File: src/verilog/pbs_part3_pkg.sv
// Shared constants of the third bootstrapping partition
// Coefficient and key widths, prime modulus and folding constant
// Key cache and command queue sizes
// Error vector bit positions and multiply pipeline latency
package pbs_part3_pkg;

  // ==================================================
  // Datapath
  // ==================================================
  // Coefficient and key word width
  localparam int coef_w = 16;
  // Largest prime below 2^16
  localparam int mod_q = 65521;
  // 2^coef_w mod mod_q, drives the folding reduction
  localparam int mod_fold = (1 << coef_w) - mod_q;
  // Coefficient strobe to output strobe
  localparam int mult_latency = 3;

  // Key cache
  localparam int key_depth = 16;
  localparam int key_addr_w = 4;

  // Batch commands
  localparam int pbs_id_w = 4;
  // Batch length, 1 to 31 coefficients
  localparam int cmd_len_w = 5;
  localparam int cmd_fifo_depth = 4;
  localparam int cmd_ptr_w = $clog2(cmd_fifo_depth);
  localparam int batch_cnt_w = 16;

  // ==================================================
  // Error vector
  // ==================================================
  localparam int err_w = 4;
  localparam int err_cmd_missing = 0;
  localparam int err_cmd_overflow = 1;
  localparam int err_key_unloaded = 2;
  localparam int err_len_mismatch = 3;

endpackage

File: src/verilog/bsk_key_cache.sv
// Bootstrapping key cache
// Key word storage with one loaded flag per word
// Write strobe port and registered read port
// Cache clear strobe with a one-cycle done pulse
// Unloaded-read error pulse
module bsk_key_cache
  import pbs_part3_pkg::*;
(
  input  logic                  prc_clk,
  input  logic                  prc_srst_n,
  // Key load
  input  logic                  key_wr,
  input  logic [key_addr_w-1:0] key_wr_addr,
  input  logic [coef_w-1:0]     key_wr_data,
  // Cache clear
  input  logic                  cache_reset,
  output logic                  cache_reset_done,
  // Read port, data one cycle after key_rd
  input  logic                  key_rd,
  input  logic [key_addr_w-1:0] key_rd_addr,
  output logic [coef_w-1:0]     key_rd_data,
  output logic                  key_rd_loaded,
  // Error pulses
  output logic [err_w-1:0]      key_error
);

  // ==================================================
  // Storage
  // ==================================================
  logic [coef_w-1:0]    key_mem [key_depth];
  logic [key_depth-1:0] loaded;
  // Read issued last cycle
  logic                 rd_pend;

  // Key words, a write during cache clear is dropped
  always_ff @(posedge prc_clk) begin
    if (key_wr && !cache_reset) begin
      key_mem[key_wr_addr] <= key_wr_data;
    end
  end

  // Loaded flags
  // Clear wins over a write in the same cycle
  always_ff @(posedge prc_clk) begin
    if (!prc_srst_n) begin
      loaded <= '0;
    end else if (cache_reset) begin
      loaded <= '0;
    end else if (key_wr) begin
      loaded[key_wr_addr] <= 1'b1;
    end
  end

  // Clear completes in one cycle
  always_ff @(posedge prc_clk) begin
    if (!prc_srst_n) begin
      cache_reset_done <= 1'b0;
    end else begin
      cache_reset_done <= cache_reset;
    end
  end

  // ==================================================
  // Read port
  // ==================================================
  always_ff @(posedge prc_clk) begin
    if (!prc_srst_n) begin
      rd_pend       <= 1'b0;
      key_rd_loaded <= 1'b0;
    end else begin
      rd_pend       <= key_rd;
      key_rd_loaded <= key_rd && loaded[key_rd_addr];
    end
  end

  // Unloaded words read back as zero
  always_ff @(posedge prc_clk) begin
    if (key_rd) begin
      key_rd_data <= loaded[key_rd_addr] ? key_mem[key_rd_addr] : '0;
    end
  end

  // Pulse aligned with the returned word
  always_comb begin
    key_error = '0;
    key_error[err_key_unloaded] = rd_pend && !key_rd_loaded;
  end

endmodule

File: src/verilog/ntt_key_mult.sv
// Key multiply stage of the third partition
// Batch command queue and batch position tracking
// Key index sequencing towards the key cache
// Three-stage modular multiply with delayed batch markers
// Command and length error pulses, batch done pulse
module ntt_key_mult
  import pbs_part3_pkg::*;
(
  input  logic                  prc_clk,
  input  logic                  prc_srst_n,
  // Batch command
  input  logic                  cmd_avail,
  input  logic [key_addr_w-1:0] cmd_key_base,
  input  logic [cmd_len_w-1:0]  cmd_len,
  // Previous partition
  input  logic                  prev_avail,
  input  logic [coef_w-1:0]     prev_data,
  input  logic                  prev_sob,
  input  logic                  prev_eob,
  input  logic [pbs_id_w-1:0]   prev_pbs_id,
  // Key cache
  output logic                  key_rd,
  output logic [key_addr_w-1:0] key_rd_addr,
  input  logic [coef_w-1:0]     key_rd_data,
  // Next partition
  output logic                  next_avail,
  output logic [coef_w-1:0]     next_data,
  output logic                  next_sob,
  output logic                  next_eob,
  output logic [pbs_id_w-1:0]   next_pbs_id,
  // Status
  output logic [err_w-1:0]      mult_error,
  output logic                  batch_done_pulse
);

  // Fold the upper half twice with 2^16 = mod_fold, then one subtract
  function automatic logic [coef_w-1:0] mod_reduce(input logic [2*coef_w-1:0] x);
    logic [coef_w+3:0] f1;
    logic [coef_w:0]   f2;
    f1 = (coef_w+4)'(x[2*coef_w-1:coef_w]) * (coef_w+4)'(mod_fold)
         + (coef_w+4)'(x[coef_w-1:0]);
    f2 = (coef_w+1)'(f1[coef_w+3:coef_w]) * (coef_w+1)'(mod_fold)
         + (coef_w+1)'(f1[coef_w-1:0]);
    // f2 is below 2 * mod_q here
    return (f2 >= (coef_w+1)'(mod_q)) ? coef_w'(f2 - (coef_w+1)'(mod_q)) : f2[coef_w-1:0];
  endfunction

  // ==================================================
  // Command queue
  // ==================================================
  logic [key_addr_w-1:0] q_base [cmd_fifo_depth];
  logic [cmd_len_w-1:0]  q_len  [cmd_fifo_depth];
  logic [cmd_ptr_w-1:0]  wr_ptr;
  logic [cmd_ptr_w-1:0]  rd_ptr;
  logic [cmd_ptr_w:0]    q_cnt;
  logic                  q_full;
  logic                  q_empty;
  logic                  q_push;
  logic                  q_pop;

  assign q_full  = (q_cnt == (cmd_ptr_w+1)'(cmd_fifo_depth));
  assign q_empty = (q_cnt == '0);
  // Commands into a full queue are dropped
  assign q_push  = cmd_avail && !q_full;

  always_ff @(posedge prc_clk) begin
    if (q_push) begin
      q_base[wr_ptr] <= cmd_key_base;
      q_len[wr_ptr]  <= cmd_len;
    end
  end

  always_ff @(posedge prc_clk) begin
    if (!prc_srst_n) begin
      wr_ptr <= '0;
      rd_ptr <= '0;
      q_cnt  <= '0;
    end else begin
      if (q_push) wr_ptr <= wr_ptr + 1'b1;
      if (q_pop) rd_ptr <= rd_ptr + 1'b1;
      q_cnt <= q_cnt + (cmd_ptr_w+1)'(q_push) - (cmd_ptr_w+1)'(q_pop);
    end
  end

  // ==================================================
  // Batch position and key read
  // ==================================================
  logic [cmd_len_w-1:0] pos;
  logic [cmd_len_w-1:0] pos_inc;
  logic                 coef_hit;
  logic                 at_last;

  // Coefficient with a queued command
  assign coef_hit = prev_avail && !q_empty;
  assign pos_inc  = pos + 1'b1;
  assign at_last  = (pos_inc == q_len[rd_ptr]);
  // Retire at the last coefficient, or early on eob
  assign q_pop    = coef_hit && (at_last || prev_eob);

  always_ff @(posedge prc_clk) begin
    if (!prc_srst_n) begin
      pos <= '0;
    end else if (q_pop) begin
      pos <= '0;
    end else if (coef_hit) begin
      pos <= pos_inc;
    end
  end

  // Stage one, index wraps at key_depth
  assign key_rd      = coef_hit;
  assign key_rd_addr = q_base[rd_ptr] + pos[key_addr_w-1:0];

  // ==================================================
  // Multiply pipeline
  // ==================================================
  logic [mult_latency-1:0] avail_pipe;
  logic [mult_latency-1:0] sob_pipe;
  logic [mult_latency-1:0] eob_pipe;
  logic [pbs_id_w-1:0]     id_pipe [mult_latency];
  logic [coef_w-1:0]       s1_coef;
  logic                    s1_hit;
  logic [2*coef_w-1:0]     s2_prod;

  always_ff @(posedge prc_clk) begin
    if (!prc_srst_n) begin
      avail_pipe <= '0;
    end else begin
      avail_pipe <= {avail_pipe[mult_latency-2:0], prev_avail};
    end
  end

  // Markers ride along unchanged
  always_ff @(posedge prc_clk) begin
    sob_pipe   <= {sob_pipe[mult_latency-2:0], prev_sob};
    eob_pipe   <= {eob_pipe[mult_latency-2:0], prev_eob};
    id_pipe[0] <= prev_pbs_id;
    for (int i = 1; i < mult_latency; i++) begin
      id_pipe[i] <= id_pipe[i-1];
    end
  end

  // Stage two full product, stage three reduced result
  // No command gives a zero product
  always_ff @(posedge prc_clk) begin
    s1_coef   <= prev_data;
    s1_hit    <= coef_hit;
    s2_prod   <= s1_hit ? s1_coef * key_rd_data : '0;
    next_data <= mod_reduce(s2_prod);
  end

  assign next_avail  = avail_pipe[mult_latency-1];
  assign next_sob    = sob_pipe[mult_latency-1];
  assign next_eob    = eob_pipe[mult_latency-1];
  assign next_pbs_id = id_pipe[mult_latency-1];

  // ==================================================
  // Status
  // ==================================================
  assign batch_done_pulse = next_avail && next_eob;

  always_comb begin
    mult_error = '0;
    mult_error[err_cmd_missing]  = prev_avail && q_empty;
    mult_error[err_cmd_overflow] = cmd_avail && q_full;
    mult_error[err_len_mismatch] = coef_hit && (prev_eob != at_last);
  end

endmodule

File: src/verilog/pbs_part3_core.sv
// Top level of the third bootstrapping partition
// Key cache, key multiply pipeline and status merge
// Block error vectors routed to the status merge
module pbs_part3_core
  import pbs_part3_pkg::*;
(
  input  logic                   prc_clk,
  input  logic                   prc_srst_n,
  // Batch command
  input  logic                   cmd_avail,
  input  logic [key_addr_w-1:0]  cmd_key_base,
  input  logic [cmd_len_w-1:0]   cmd_len,
  // Previous partition
  input  logic                   prev_avail,
  input  logic [coef_w-1:0]      prev_data,
  input  logic                   prev_sob,
  input  logic                   prev_eob,
  input  logic [pbs_id_w-1:0]    prev_pbs_id,
  // Key load and cache clear
  input  logic                   key_wr,
  input  logic [key_addr_w-1:0]  key_wr_addr,
  input  logic [coef_w-1:0]      key_wr_data,
  input  logic                   cache_reset,
  // Next partition
  output logic                   next_avail,
  output logic [coef_w-1:0]      next_data,
  output logic                   next_sob,
  output logic                   next_eob,
  output logic [pbs_id_w-1:0]    next_pbs_id,
  // Status
  output logic                   cache_reset_done,
  output logic [err_w-1:0]       status_error,
  output logic [batch_cnt_w-1:0] batch_count
);

  // Key read path
  logic                  key_rd;
  logic [key_addr_w-1:0] key_rd_addr;
  logic [coef_w-1:0]     key_rd_data;
  // Block status
  logic [err_w-1:0]      key_error;
  logic [err_w-1:0]      mult_error;
  logic                  batch_done_pulse;

  // ==================================================
  // Key cache
  // ==================================================
  bsk_key_cache bsk_key_cache_inst (
    .prc_clk          (prc_clk),
    .prc_srst_n       (prc_srst_n),
    .key_wr           (key_wr),
    .key_wr_addr      (key_wr_addr),
    .key_wr_data      (key_wr_data),
    .cache_reset      (cache_reset),
    .cache_reset_done (cache_reset_done),
    .key_rd           (key_rd),
    .key_rd_addr      (key_rd_addr),
    .key_rd_data      (key_rd_data),
    // Loaded flag is already folded into key_error
    .key_rd_loaded    (),
    .key_error        (key_error)
  );

  // Multiply pipeline
  ntt_key_mult ntt_key_mult_inst (
    .prc_clk          (prc_clk),
    .prc_srst_n       (prc_srst_n),
    .cmd_avail        (cmd_avail),
    .cmd_key_base     (cmd_key_base),
    .cmd_len          (cmd_len),
    .prev_avail       (prev_avail),
    .prev_data        (prev_data),
    .prev_sob         (prev_sob),
    .prev_eob         (prev_eob),
    .prev_pbs_id      (prev_pbs_id),
    .key_rd           (key_rd),
    .key_rd_addr      (key_rd_addr),
    .key_rd_data      (key_rd_data),
    .next_avail       (next_avail),
    .next_data        (next_data),
    .next_sob         (next_sob),
    .next_eob         (next_eob),
    .next_pbs_id      (next_pbs_id),
    .mult_error       (mult_error),
    .batch_done_pulse (batch_done_pulse)
  );

  // Status side logic
  pep_status_merge pep_status_merge_inst (
    .prc_clk          (prc_clk),
    .prc_srst_n       (prc_srst_n),
    .key_error        (key_error),
    .mult_error       (mult_error),
    .batch_done_pulse (batch_done_pulse),
    .status_error     (status_error),
    .batch_count      (batch_count)
  );

endmodule

File: src/verilog/pep_status_merge.sv
// Status side logic of the third partition
// Registered OR-merge of the block error pulses into a sticky vector
// Wrapping counter of completed batches
module pep_status_merge
  import pbs_part3_pkg::*;
(
  input  logic                   prc_clk,
  input  logic                   prc_srst_n,
  // Error pulses of the blocks
  input  logic [err_w-1:0]       key_error,
  input  logic [err_w-1:0]       mult_error,
  // Event pulse
  input  logic                   batch_done_pulse,
  // Status
  output logic [err_w-1:0]       status_error,
  output logic [batch_cnt_w-1:0] batch_count
);

  // Combined pulses of this cycle
  logic [err_w-1:0] error_merged;

  assign error_merged = key_error | mult_error;

  // ==================================================
  // Sticky errors
  // ==================================================
  // Bits only clear on reset
  always_ff @(posedge prc_clk) begin
    if (!prc_srst_n) begin
      status_error <= '0;
    end else begin
      status_error <= status_error | error_merged;
    end
  end

  // Batch counter, wraps at 2^16
  always_ff @(posedge prc_clk) begin
    if (!prc_srst_n) begin
      batch_count <= '0;
    end else if (batch_done_pulse) begin
      batch_count <= batch_count + 1'b1;
    end
  end

endmodule
File: config.mk
export PLATFORM = sky130hd
export DESIGN_NAME = pbs_part3_core
export DESIGN_NICKNAME = d
export VERILOG_FILES = /design/src/verilog/pbs_part3_pkg.sv /design/src/verilog/bsk_key_cache.sv /design/src/verilog/ntt_key_mult.sv /design/src/verilog/pbs_part3_core.sv /design/src/verilog/pep_status_merge.sv
export SDC_FILE = /design/constraint.sdc
export NUM_CORES = 1
export LEC_CHECK = 0
export BUFFER_PORTS_ARGS = -buffer_cell sky130_fd_sc_hd__buf_2
export CAP_MARGIN = 20
export CORE_ASPECT_RATIO = 1.2
export CORE_MARGIN = 5
export CORE_UTILIZATION = 55
export CTS_BUF_LIST = sky130_fd_sc_hd__clkbuf_4 sky130_fd_sc_hd__clkbuf_8
export DETAILED_ROUTE_END_ITERATION = 10
export PLACE_DENSITY = 0.78
export SETUP_SLACK_MARGIN = 0.02
export SYNTH_ARGS = -nofsm -noshare
export SYNTH_HDL_FRONTEND = slang
export SYNTH_HIERARCHICAL = 1
export SYNTH_SLANG_ARGS = --single-unit
File: constraint.sdc
create_clock -name prc_clk -period 22.4 [get_ports prc_clk]
set_clock_uncertainty 0.2 [all_clocks]
set_input_delay 1.12 -clock prc_clk [delete_from_list [all_inputs] [get_ports prc_clk]]
set_output_delay 1.12 -clock prc_clk [all_outputs]
set_load 0.01 [all_outputs]
# ---- Word-level counts from Yosys, hierarchy flattened
# Memories as Yosys holds them, arrays and structs flattened. A register that Yosys moved wholly into a read port is not among the register bits.
# Index checks and enable logic that the tools add are counted.
dict set report word_totals {
  out_inout_bits 44
  mem_count 4
  register_bits 125
  input_bits 57
  ram_bits 304
  word_cells 78
}
# memory depth width rd rd_ports_with_merged_regs wr line
set memory_table {}
lappend memory_table {bsk_key_cache_inst.key_mem 16 16 1 1 1 bsk_key_cache.sv:30} ;# logic [coef_w-1:0] key_mem [key_depth];
lappend memory_table {ntt_key_mult_inst.q_len 4 5 1 1 1 ntt_key_mult.sv:52} ;# logic [cmd_len_w-1:0] q_len [cmd_fifo_depth];
lappend memory_table {ntt_key_mult_inst.q_base 4 4 1 1 1 ntt_key_mult.sv:51} ;# logic [key_addr_w-1:0] q_base [cmd_fifo_depth];
lappend memory_table {ntt_key_mult_inst.id_pipe 3 4 3 0 3 ntt_key_mult.sv:120} ;# logic [pbs_id_w-1:0] id_pipe [mult_latency];
dict set report op_classes {
  muxes 13
  mul 3
  eq_ne 3
  bitwise 4
  addsub 10
  n_lt_le_gt_ge 4
  reduce_logical 20
}
# operator count
set ops {}
lappend ops {{$mul 16x16->32} 1}
lappend ops {{$add 20x16->20} 1}
lappend ops {{$mul 16x4->20 const B} 1}
lappend ops {{$add 8x16->17} 1}
lappend ops {{$ge 17x16->1 const B} 1}
lappend ops {{$add 16x1->16 const B} 1}
lappend ops {{$mux 16} 1}
lappend ops {{$or 16x16->16} 1}
lappend ops {{$sub 16x16->16 const B} 1}
lappend ops {{$logic_and 1x1->1} 11}
lappend ops {{$lt 4x5->1 const B} 2}
lappend ops {{$mul 4x4->8 const B} 1}
lappend ops {{$mux 2} 4}
lappend ops {{$mux 1} 6}
lappend ops {{$add 5x1->5 const B} 1}
lappend ops {{$eq 5x5->1} 1}
lappend ops {{$logic_not 1->1} 5}
lappend ops {{$add 2x1->2 const B} 2}
lappend ops {{$add 4x4->4} 1}
lappend ops {{$bmux 1 s4} 1}
lappend ops {{$demux 1 s4} 1}
lappend ops {{$ge 4x1->1 const B} 1}
lappend ops {{$or 3x4->4} 1}
lappend ops {{$or 4x4->4} 1}
lappend ops {{8 further kinds} 9}

# ---- Longest topological paths before layout
# Gate-level depths: netlist of run 1.
dict set report logic_depth {
  word_depth 6
  mapped_depth 36
  ltp_nobuf 34
}

# ---- By module
# Netlist of run 1, hierarchy kept.
# mod area_each_um2 n_inst seq_area_each_um2 cells_per_inst
set by_module_without_submodules {}
lappend by_module_without_submodules {ntt_key_mult 16166.8 1 3083.0 1710}
lappend by_module_without_submodules {bsk_key_cache 11044.3 1 8548.2 514}
lappend by_module_without_submodules {pep_status_merge 875.8 1 400.4 96}

# ---- Worst setup path before layout of run 1
# No wires, ideal clock.
dict set report synth_timing {
  path_kind {reg-to-reg}
  from {register ntt_key_mult_inst.s2_prod[25]}
  to {register ntt_key_mult_inst.next_data[10]}
  stages_incl_launch_ff 33
  required_ps 22073
  path_slack_ps 13757
  arrival_time_ps 8316
  n_path_buf 1
  setup_ps 127
  period_less_slack_ps 8643
  cell_sequence {dfxtp_1 inv_1 fa_1 inv_1 fa_1 inv_1 fa_1 inv_1 ha_1 o21a_1 and4_1 and3_1 o31ai_1 a21oi_1 a211oi_1 xnor2_1 xor2_1 ha_1 fa_1 inv_1 fa_1 inv_1 ha_1 nor2b_1 o21a_1 o21a_1 o41a_1 a2111oi_4 nand2b_2 or4b_4 nor3_2 buf_2 a21boi_0}
}
dict set report synth_between {
  elab_chain_len 6
  word_cells_on_any_way 7
  classes_between {add/sub (3); mul (2); order compare (1); mux (1)}
}
# item line
set synth_rtl {}
lappend synth_rtl {{start, declared} ntt_key_mult.sv:123} ;# logic [2*coef_w-1:0] s2_prod;
lappend synth_rtl {{start signal, assigned} ntt_key_mult.sv:148} ;# s2_prod <= s1_hit ? s1_coef * key_rd_data : '0;
lappend synth_rtl {{$mul 16x4->20 *} ntt_key_mult.sv:40} ;# f1 = (coef_w+4)'(x[2*coef_w-1:coef_w]) * (coef_w+4)'(mod_fold)
lappend synth_rtl {{$add 20x16->20 *} ntt_key_mult.sv:41} ;# + (coef_w+4)'(x[coef_w-1:0]);
lappend synth_rtl {{$mul 4x4->8} ntt_key_mult.sv:42} ;# f2 = (coef_w+1)'(f1[coef_w+3:coef_w]) * (coef_w+1)'(mod_fold)
lappend synth_rtl {{$add 8x16->17 *} ntt_key_mult.sv:43} ;# + (coef_w+1)'(f1[coef_w-1:0]);
lappend synth_rtl {{$sub 16x16->16 or $ge 17x16->1 (tied branches)} ntt_key_mult.sv:45} ;# return (f2 >= (coef_w+1)'(mod_q)) ? coef_w'(f2 - (coef_w+1)'(mod_q)) : f2[coef_w-1:0];
lappend synth_rtl {{$mux 16 *} ntt_key_mult.sv:45}
lappend synth_rtl {{end signal, assigned} ntt_key_mult.sv:149} ;# next_data <= mod_reduce(s2_prod);
lappend synth_rtl {{end, declared} ntt_key_mult.sv:27} ;# output logic [coef_w-1:0] next_data,
# Mark *: on every way between the ends. The rest lies on a longest branch, timed or not.
# A chain may end at the register's enable or synchronous reset.

# ---- Worst setup path in the final report of run 1
dict set report layout_timing {
  from {register ntt_key_mult_inst.s2_prod[24]}
  to {register ntt_key_mult_inst.next_data[2]}
}
# Same word-level chain as after synthesis.

==> results.toml, run 1 <==
[run_status]
status = "finished, final reports clean"

[cells_and_area]
final_area_sq_um = 30700
seqCellArea_sq_um = 12000
regMostFlops = "bsk_key_cache_inst/key_mem"
final_layout_size_suffix_gt1_share_pct = 14.9
final_common_cell = "inv_1"
reg_top3 = "bsk_key_cache_inst/key_mem (256), ntt_key_mult_inst/s2_prod (32), ntt_key_mult_inst/q_len (20)"
syn_to_final_growth_pct = 9.23
layout_common_cells = "371 x inv_1, 308 x edfxtp_1, 246 x fa_1"
fillers = 3851
fin_cells = 3134
multi_input_area_sq_um = 14200
layout.nets = 2897
largest_reg_flops = 256

[floorplan]
boundaryPins = 101
die_x_microns = 216
placementRows = 90
die_h_microns = 258
dieArea_sq_um = 55700
core_area_sq_um = 50400
initial_core_util_pct = 55.7

[logic_synthesis]
synth-simple-area-share_pct = 10.4
synthDistinctLibCells = 86
synth_top_family_by_area = "adder cells"
synthAdderAreaFrac_pct = 24.8
postSynth.asyncResetShare_pct = 0
synth_edf_count = 308
syn_area_sq_um = 28100
synth_compound_area_share_pct = 6.37
synth-xor-area-share_pct = 2.36
synthCells = 2320
seq_area_frac_synth_pct = 42.8
synth_area_per_cell_sq_um = 12.1
synth-main-ff-cell = "edfxtp_1"
synth-seq-cells = 447
muxShareOfSynthArea_pct = 6.62
yosysWarnings = 6

[global_route]
grt-ovfl-total = 0
grt_pass1_vias = 19000
grt_max_degree = 69
grt.total_usage_pct = 21.7
grt_pass1_wl_mm = 97.0
antenna_found_initial = 6

[clock_tree]
cts_root_buf = "clkbuf_8"
htreeDepth = 3
insertion_delay_ps = 650
cts_resized = 0
clock-sinks = 447
clockBufferDepth = 3
cts_made_buffers = 71
clk_pin_slew_ps = 60
post_cts.repair.setup_buffers = 0
cts_tree = "yes"
cts-hold-fix-buffers = 0

[drt]
viasPerCell = 5.62
num_vias = 17600
drt_iter0_drc = 1224
post-route-drc-count = 0
ant_nets = 0
drt-total-wl_mm = 60.1
post_drt_wl_per_cell_microns = 19.2
firstDrtPassIters = 6

[timing]
maxSlewHeadroom_pct = 30.7
layout_setup_ws_ps = 12670
worst_pin_slew_ps = 1040
finalHoldViolCount = 0
timing.fmax_ghz = 0.103
layout_min_cycle_time_ps = 9730
rsz0062_at_grt = "false"
setup_viol = 0
slew_viol_final = 0
setup_tns_ps = 0
fin_crit_sh_pct = 43.4

[placed_design]
place_inst = 3001
dp_slack_ps = 12720
placed_area_sq_um = 29100
numPortBuffers = 100
gp_congestion = 0.886
place.detailed.hpwl_mm = 42.8

[setup_path]
crit_top_cell = "inv_1"
cpMaxStageDelayCell = "nor3_2"
path_class = "reg2reg"
r2r_end = "ntt_key_mult_inst/next_data[2]"
max_stage_delay_ps = 630
arrival_ps = 10000
r2r_slack_ps = 12670
reg2reg_depth = 31
start_kind = "register"
reg2reg_from = "ntt_key_mult_inst/s2_prod[24]"
worstPathMaxFanout = 13
cp.required_ps = 22670
cp-end-kind = "register"

[worst_hold_path]
min_to = "ntt_key_mult_inst/eob_pipe[1]"
min_from = "ntt_key_mult_inst/eob_pipe[0]"
holdCritPathClass = "reg2reg"
hold_depth = 0

[job]
drv_cap = 0
==> logic make-up (layout without fill, tap and decap cells) <==
| kind of cell | after synthesis | after routing |
|---|---|---|
| fa+ha+maj | 410 | 410 |
| compound gates | 264 | 264 |
| other cells | 2 | 7 |
| flops | 447 | 447 |
| xor+xnor | 73 | 73 |
| buf+inv | 459 | 624 |
| simple gates | 576 | 576 |
| mux | 89 | 89 |
==> per-stage QoR <==
| step | util [%] | hold WS, ps |
|---|---|---|
| detailed placement | 57.8 | 112 |
| floorplan | - | 110 |
| global route | 60.8 | 133 |
| finish | 60.8 | 119 |
| global placement | 57.8 | 109 |
| CTS | 60.8 | 121 |
==> Yosys cell counts, drive strengths merged, types with 4 or more instances <==
library cell	count	area share (%)
or3	14	0.33
o211ai	5	0.15
o31ai	15	0.40
a21oi	97	1.9
nor2	102	1.4
ha	164	7.3
fa	246	18
mux4	77	6.2
mux2i	10	0.36
a221oi	6	0.19
a21boi	4	0.11
o21a	11	0.29
clkbuf	54	0.72
nor4	8	0.23
nand2b	15	0.34
or4	5	0.13
o21ai	29	0.52
nor3	21	0.39
inv	371	5.0
dfxtp	139	9.9
nor3b	5	0.13
a31oi	5	0.11
nand4	15	0.41
o21bai	6	0.16
and3	11	0.25
or2	11	0.25
o31a	4	0.12
edfxtp	308	33
a21o	20	0.53
nor2b	13	0.29
xor2	29	0.90
nand2	207	2.8
a22oi	32	0.86
xnor2	43	1.4
nand3b	4	0.11
buf	33	0.86
a211oi	10	0.29
and2	122	2.7
nand3	14	0.25
==> how the worst max path moves through the flow <==
stage / from / end / slack [ps]
2_1_floorplan: ntt_key_mult_inst/s2_prod[25] / ntt_key_mult_inst/next_data[10] / 13760
3_3_place_gp: ntt_key_mult_inst/s2_prod[24] / ntt_key_mult_inst/next_data[2] / 13060
3_5_place_dp: ntt_key_mult_inst/s2_prod[24] / ntt_key_mult_inst/next_data[2] / 12720
4_1_cts: ntt_key_mult_inst/s2_prod[24] / ntt_key_mult_inst/next_data[2] / 12710
5_1_grt: ntt_key_mult_inst/s2_prod[24] / ntt_key_mult_inst/next_data[2] / 12150
6_report: ntt_key_mult_inst/s2_prod[24] / ntt_key_mult_inst/next_data[2] / 12670
==> worst max-delay path: cells and delay by family (launching register included) <==
kind                     cells  cell delay (ps)
AO/OA/AOI/OAI               11             3110
XOR/XNOR                     2              460
adder cells (fa/ha/maj)      8             3580
buffers and inverters        6              380
flip-flops                   1              350
AND/OR/NAND/NOR              4             1500
==> layer usage <==
layer	global-route usage (%)	up-vias	wire length, microns
met5	0	-	21
li1	-	8042	-
met3	3.81	181	3330
met1	24.8	8843	22000
met4	9.08	4	2370
met2	40.3	544	32300
==> area by class of cell <==
cell class                 count  area share [%]
sequential                   447            39.2
clock inverter                22           0.693
inverter                     372            4.55
antenna                        3          0.0245
timing repair buffer         122            2.17
tap                          644            2.63
clock buffer                 108            4.29
multi-input combinational   1416            46.4
Power of run 1 is not shown: default switching activity piles up to over one toggle a cycle in this logic, so the estimate is an artifact.
==> run 2: changes to the inputs <==
Settings changed: ABC_AREA set to 1, PLACE_DENSITY 0.78 to 0.81.
Clock period 22.4 ns to 7.85 ns, I/O delays scaled along.
==> run 2 against run 1 <==
- cell count up 40%
- critical path depth grew 17
- routed wire length is 16% higher
- global-route usage increased by 1.6 points
- die area grew 6.9%
- critical path type unchanged
- largest cell class unchanged
==> results.toml, run 2 <==
[logic_synthesis]
synth_compound_area_share_pct = 3.99
synthDistinctLibCells = 51
synth.area.top_cells = "edfxtp_1 31%, fa_1 16%, nand2_1 11%"
synth-seq-cells = 447
synthAdderAreaFrac_pct = 23.2
muxShareOfSynthArea_pct = 0
synth-main-ff-cell = "edfxtp_1"
syn_area_sq_um = 30100
seq_area_frac_synth_pct = 39.9
postSynth.asyncResetShare_pct = 0
netlist.top_cell.by_area = "edfxtp_1"
synth-simple-area-share_pct = 18.9
synthCells = 3455
synth_edf_count = 308
synth-xor-area-share_pct = 1.16
synth_most_common_cell = "nand2_1"
synth_top_family_by_area = "adder cells"
synth_common_cells = "899 x nand2_1, 814 x inv_1, 308 x edfxtp_1, 271 x nand3_1, 246 x fa_1"
yosysTopAreaCellShare_pct = 30.7
synth_area_per_cell_sq_um = 8.72
yosysWarnings = 6

[timing]
finalHoldViolCount = 0
setup_tns_ps = 0
layout_setup_ws_ps = 392
slew_viol_final = 0
setup_viol = 0
worst_pin_slew_ps = 1100
fin_crit_sh_pct = 95.0
timing.fmax_ghz = 0.134
layout_min_cycle_time_ps = 7460
maxSlewHeadroom_pct = 26.3

[setup_path]
worstPathMaxFanout = 8
arrival_ps = 7810
r2r_end = "ntt_key_mult_inst/next_data[9]"
cp.required_ps = 8200
cp-startpoint = "ntt_key_mult_inst/s2_prod[20]"
cpMaxStageDelayCell = "fa_1"
crit_top_cell = "nand2_1"
reg2reg_from = "ntt_key_mult_inst/s2_prod[20]"
endpoint = "ntt_key_mult_inst/next_data[9]"
max_stage_delay_ps = 530
path_class = "reg2reg"
cp-end-kind = "register"
r2r_slack_ps = 390
reg2reg_depth = 48
start_kind = "register"

[cells_and_area]
final_layout_size_suffix_gt1_share_pct = 10.1
syn_to_final_growth_pct = 11.4
final_common_cell = "nand2_1"
largest_reg_flops = 256
regMostFlops = "bsk_key_cache_inst/key_mem"
fin_cells = 4372
reg_top3 = "bsk_key_cache_inst/key_mem (256), ntt_key_mult_inst/s2_prod (32), ntt_key_mult_inst/q_len (20)"
layout.nets = 4064
fillers = 4351
final_area_sq_um = 33600
layout_common_cells = "887 x nand2_1, 805 x inv_1, 308 x edfxtp_1"

[clock_tree]
insertion_delay_ps = 660
cts_tree = "yes"
clockBufferDepth = 3
clk_pin_slew_ps = 60
clock-sinks = 447
htreeDepth = 3
cts_made_buffers = 70
cts_root_buf = "clkbuf_8"

[drt]
met2_wirelength_mm = 37.5
viasPerCell = 5.20
wl_met1_mm = 25.1
routed.top_layer = "met4"
drt_iter0_drc = 1552
ant_nets = 0
post_drt_wl_per_cell_microns = 16.0
met3WireLength_mm = 4.03
post-route-drc-count = 0
drt-total-wl_mm = 69.8
num_vias = 22700
firstDrtPassIters = 7

[global_route]
grt_pass1_vias = 23300
grt_pass1_wl_mm = 113
antenna_found_initial = 3
grt_max_degree = 77
grt.total_usage_pct = 23.4
grt-ovfl-total = 0

[worst_hold_path]
hold_depth = 0
holdCritPathClass = "reg2reg"

[placed_design]
gp_congestion = 0.904
numPortBuffers = 100
placed_area_sq_um = 31100
place_inst = 4175
place.detailed.hpwl_mm = 48.3
dp_slack_ps = -204

[floorplan]
boundaryPins = 101
die_h_microns = 266
dieArea_sq_um = 59600
initial_core_util_pct = 55.2
placementRows = 94
die_x_microns = 224
core_area_sq_um = 54600

[job]
drv_cap = 0

[run_status]
status = "finished, final reports clean"
run 2: changes by cell type in the layout (fill, tap and decap cells not counted), sizes merged, moves of 46 or more:
cell         previous run  this run
nand3                  14       275
mux4                   77         0
and2                  122         2
inv                   375       822
dlygate4sd3             0        60
nand2                 207       912
nor2                  102       148
run 2: stage by stage:
stage / hold WS [ps] / util (%)
after global routing: 135 / 61.5
after floorplan: 110 / -
after detailed placement: 112 / 57.0
after global placement: 111 / 57.0
final: 128 / 61.5
after CTS: 120 / 60.8
run 2: how the worst min path moves through the flow:
stage / start / to
2_1_floorplan: ntt_key_mult_inst/eob_pipe[0] / ntt_key_mult_inst/eob_pipe[1]
3_3_place_gp: ntt_key_mult_inst/eob_pipe[1] / ntt_key_mult_inst/eob_pipe[2]
3_5_place_dp: ntt_key_mult_inst/eob_pipe[0] / ntt_key_mult_inst/eob_pipe[1]
4_1_cts: prev_data[12] / ntt_key_mult_inst/s1_coef[12]
5_1_grt: ntt_key_mult_inst/id_pipe[0][1] / ntt_key_mult_inst/id_pipe[0][5]
6_report: ntt_key_mult_inst/sob_pipe[0] / ntt_key_mult_inst/sob_pipe[1]
run 2: layer usage:
metal | GRT usage [%] | vias to the layer above
met2 | 43.9 | 791
met5 | 0 | -
li1 | - | 10800
met1 | 25.7 | 10800
met3 | 3.74 | 256
met4 | 10.8 | 0
run 2: critical path: cells and delay by family (launching register included):
kind / cells / cell delay (ps)
simple gates: 26 / 2290
compound gates: 4 / 660
fa+ha+maj: 8 / 3190
flops: 1 / 350
buf+inv: 10 / 680
run 2: logic make-up (layout without fill, tap and decap cells):
family / Yosys count / in the layout
DFF: 447 / 447
and+or+nand+nor: 1375 / 1377
buffers and inverters: 961 / 1151
other: 2 / 7
AOI/OAI and AO/OA: 221 / 221
xor gates and xnor gates: 39 / 39
adders and majority gates: 410 / 410
run 2: timing repair:
action	in CTS	in global routing
setup buffers	0	6
pin swaps	0	15
gates cloned	0	2
endpoints found under the setup margin	15	16
gates resized for setup	5	70
hold buffers	60	0
endpoints found under the hold margin	341	0
run 2: layout make-up:
class / instances / area [sq um] / area share [%]
timing repair buffer: 206 / 1460 / 4.35
inverter: 821 / 3080 / 9.19
sequential: 447 / 12000 / 35.9
clock buffer: 97 / 1200 / 3.57
clock inverter: 27 / 254 / 0.757
multi-input combinational: 2051 / 14600 / 43.5
tap: 720 / 901 / 2.68
antenna: 3 / 7.51 / 0.0224
Power of run 2 is left out for the same reason.
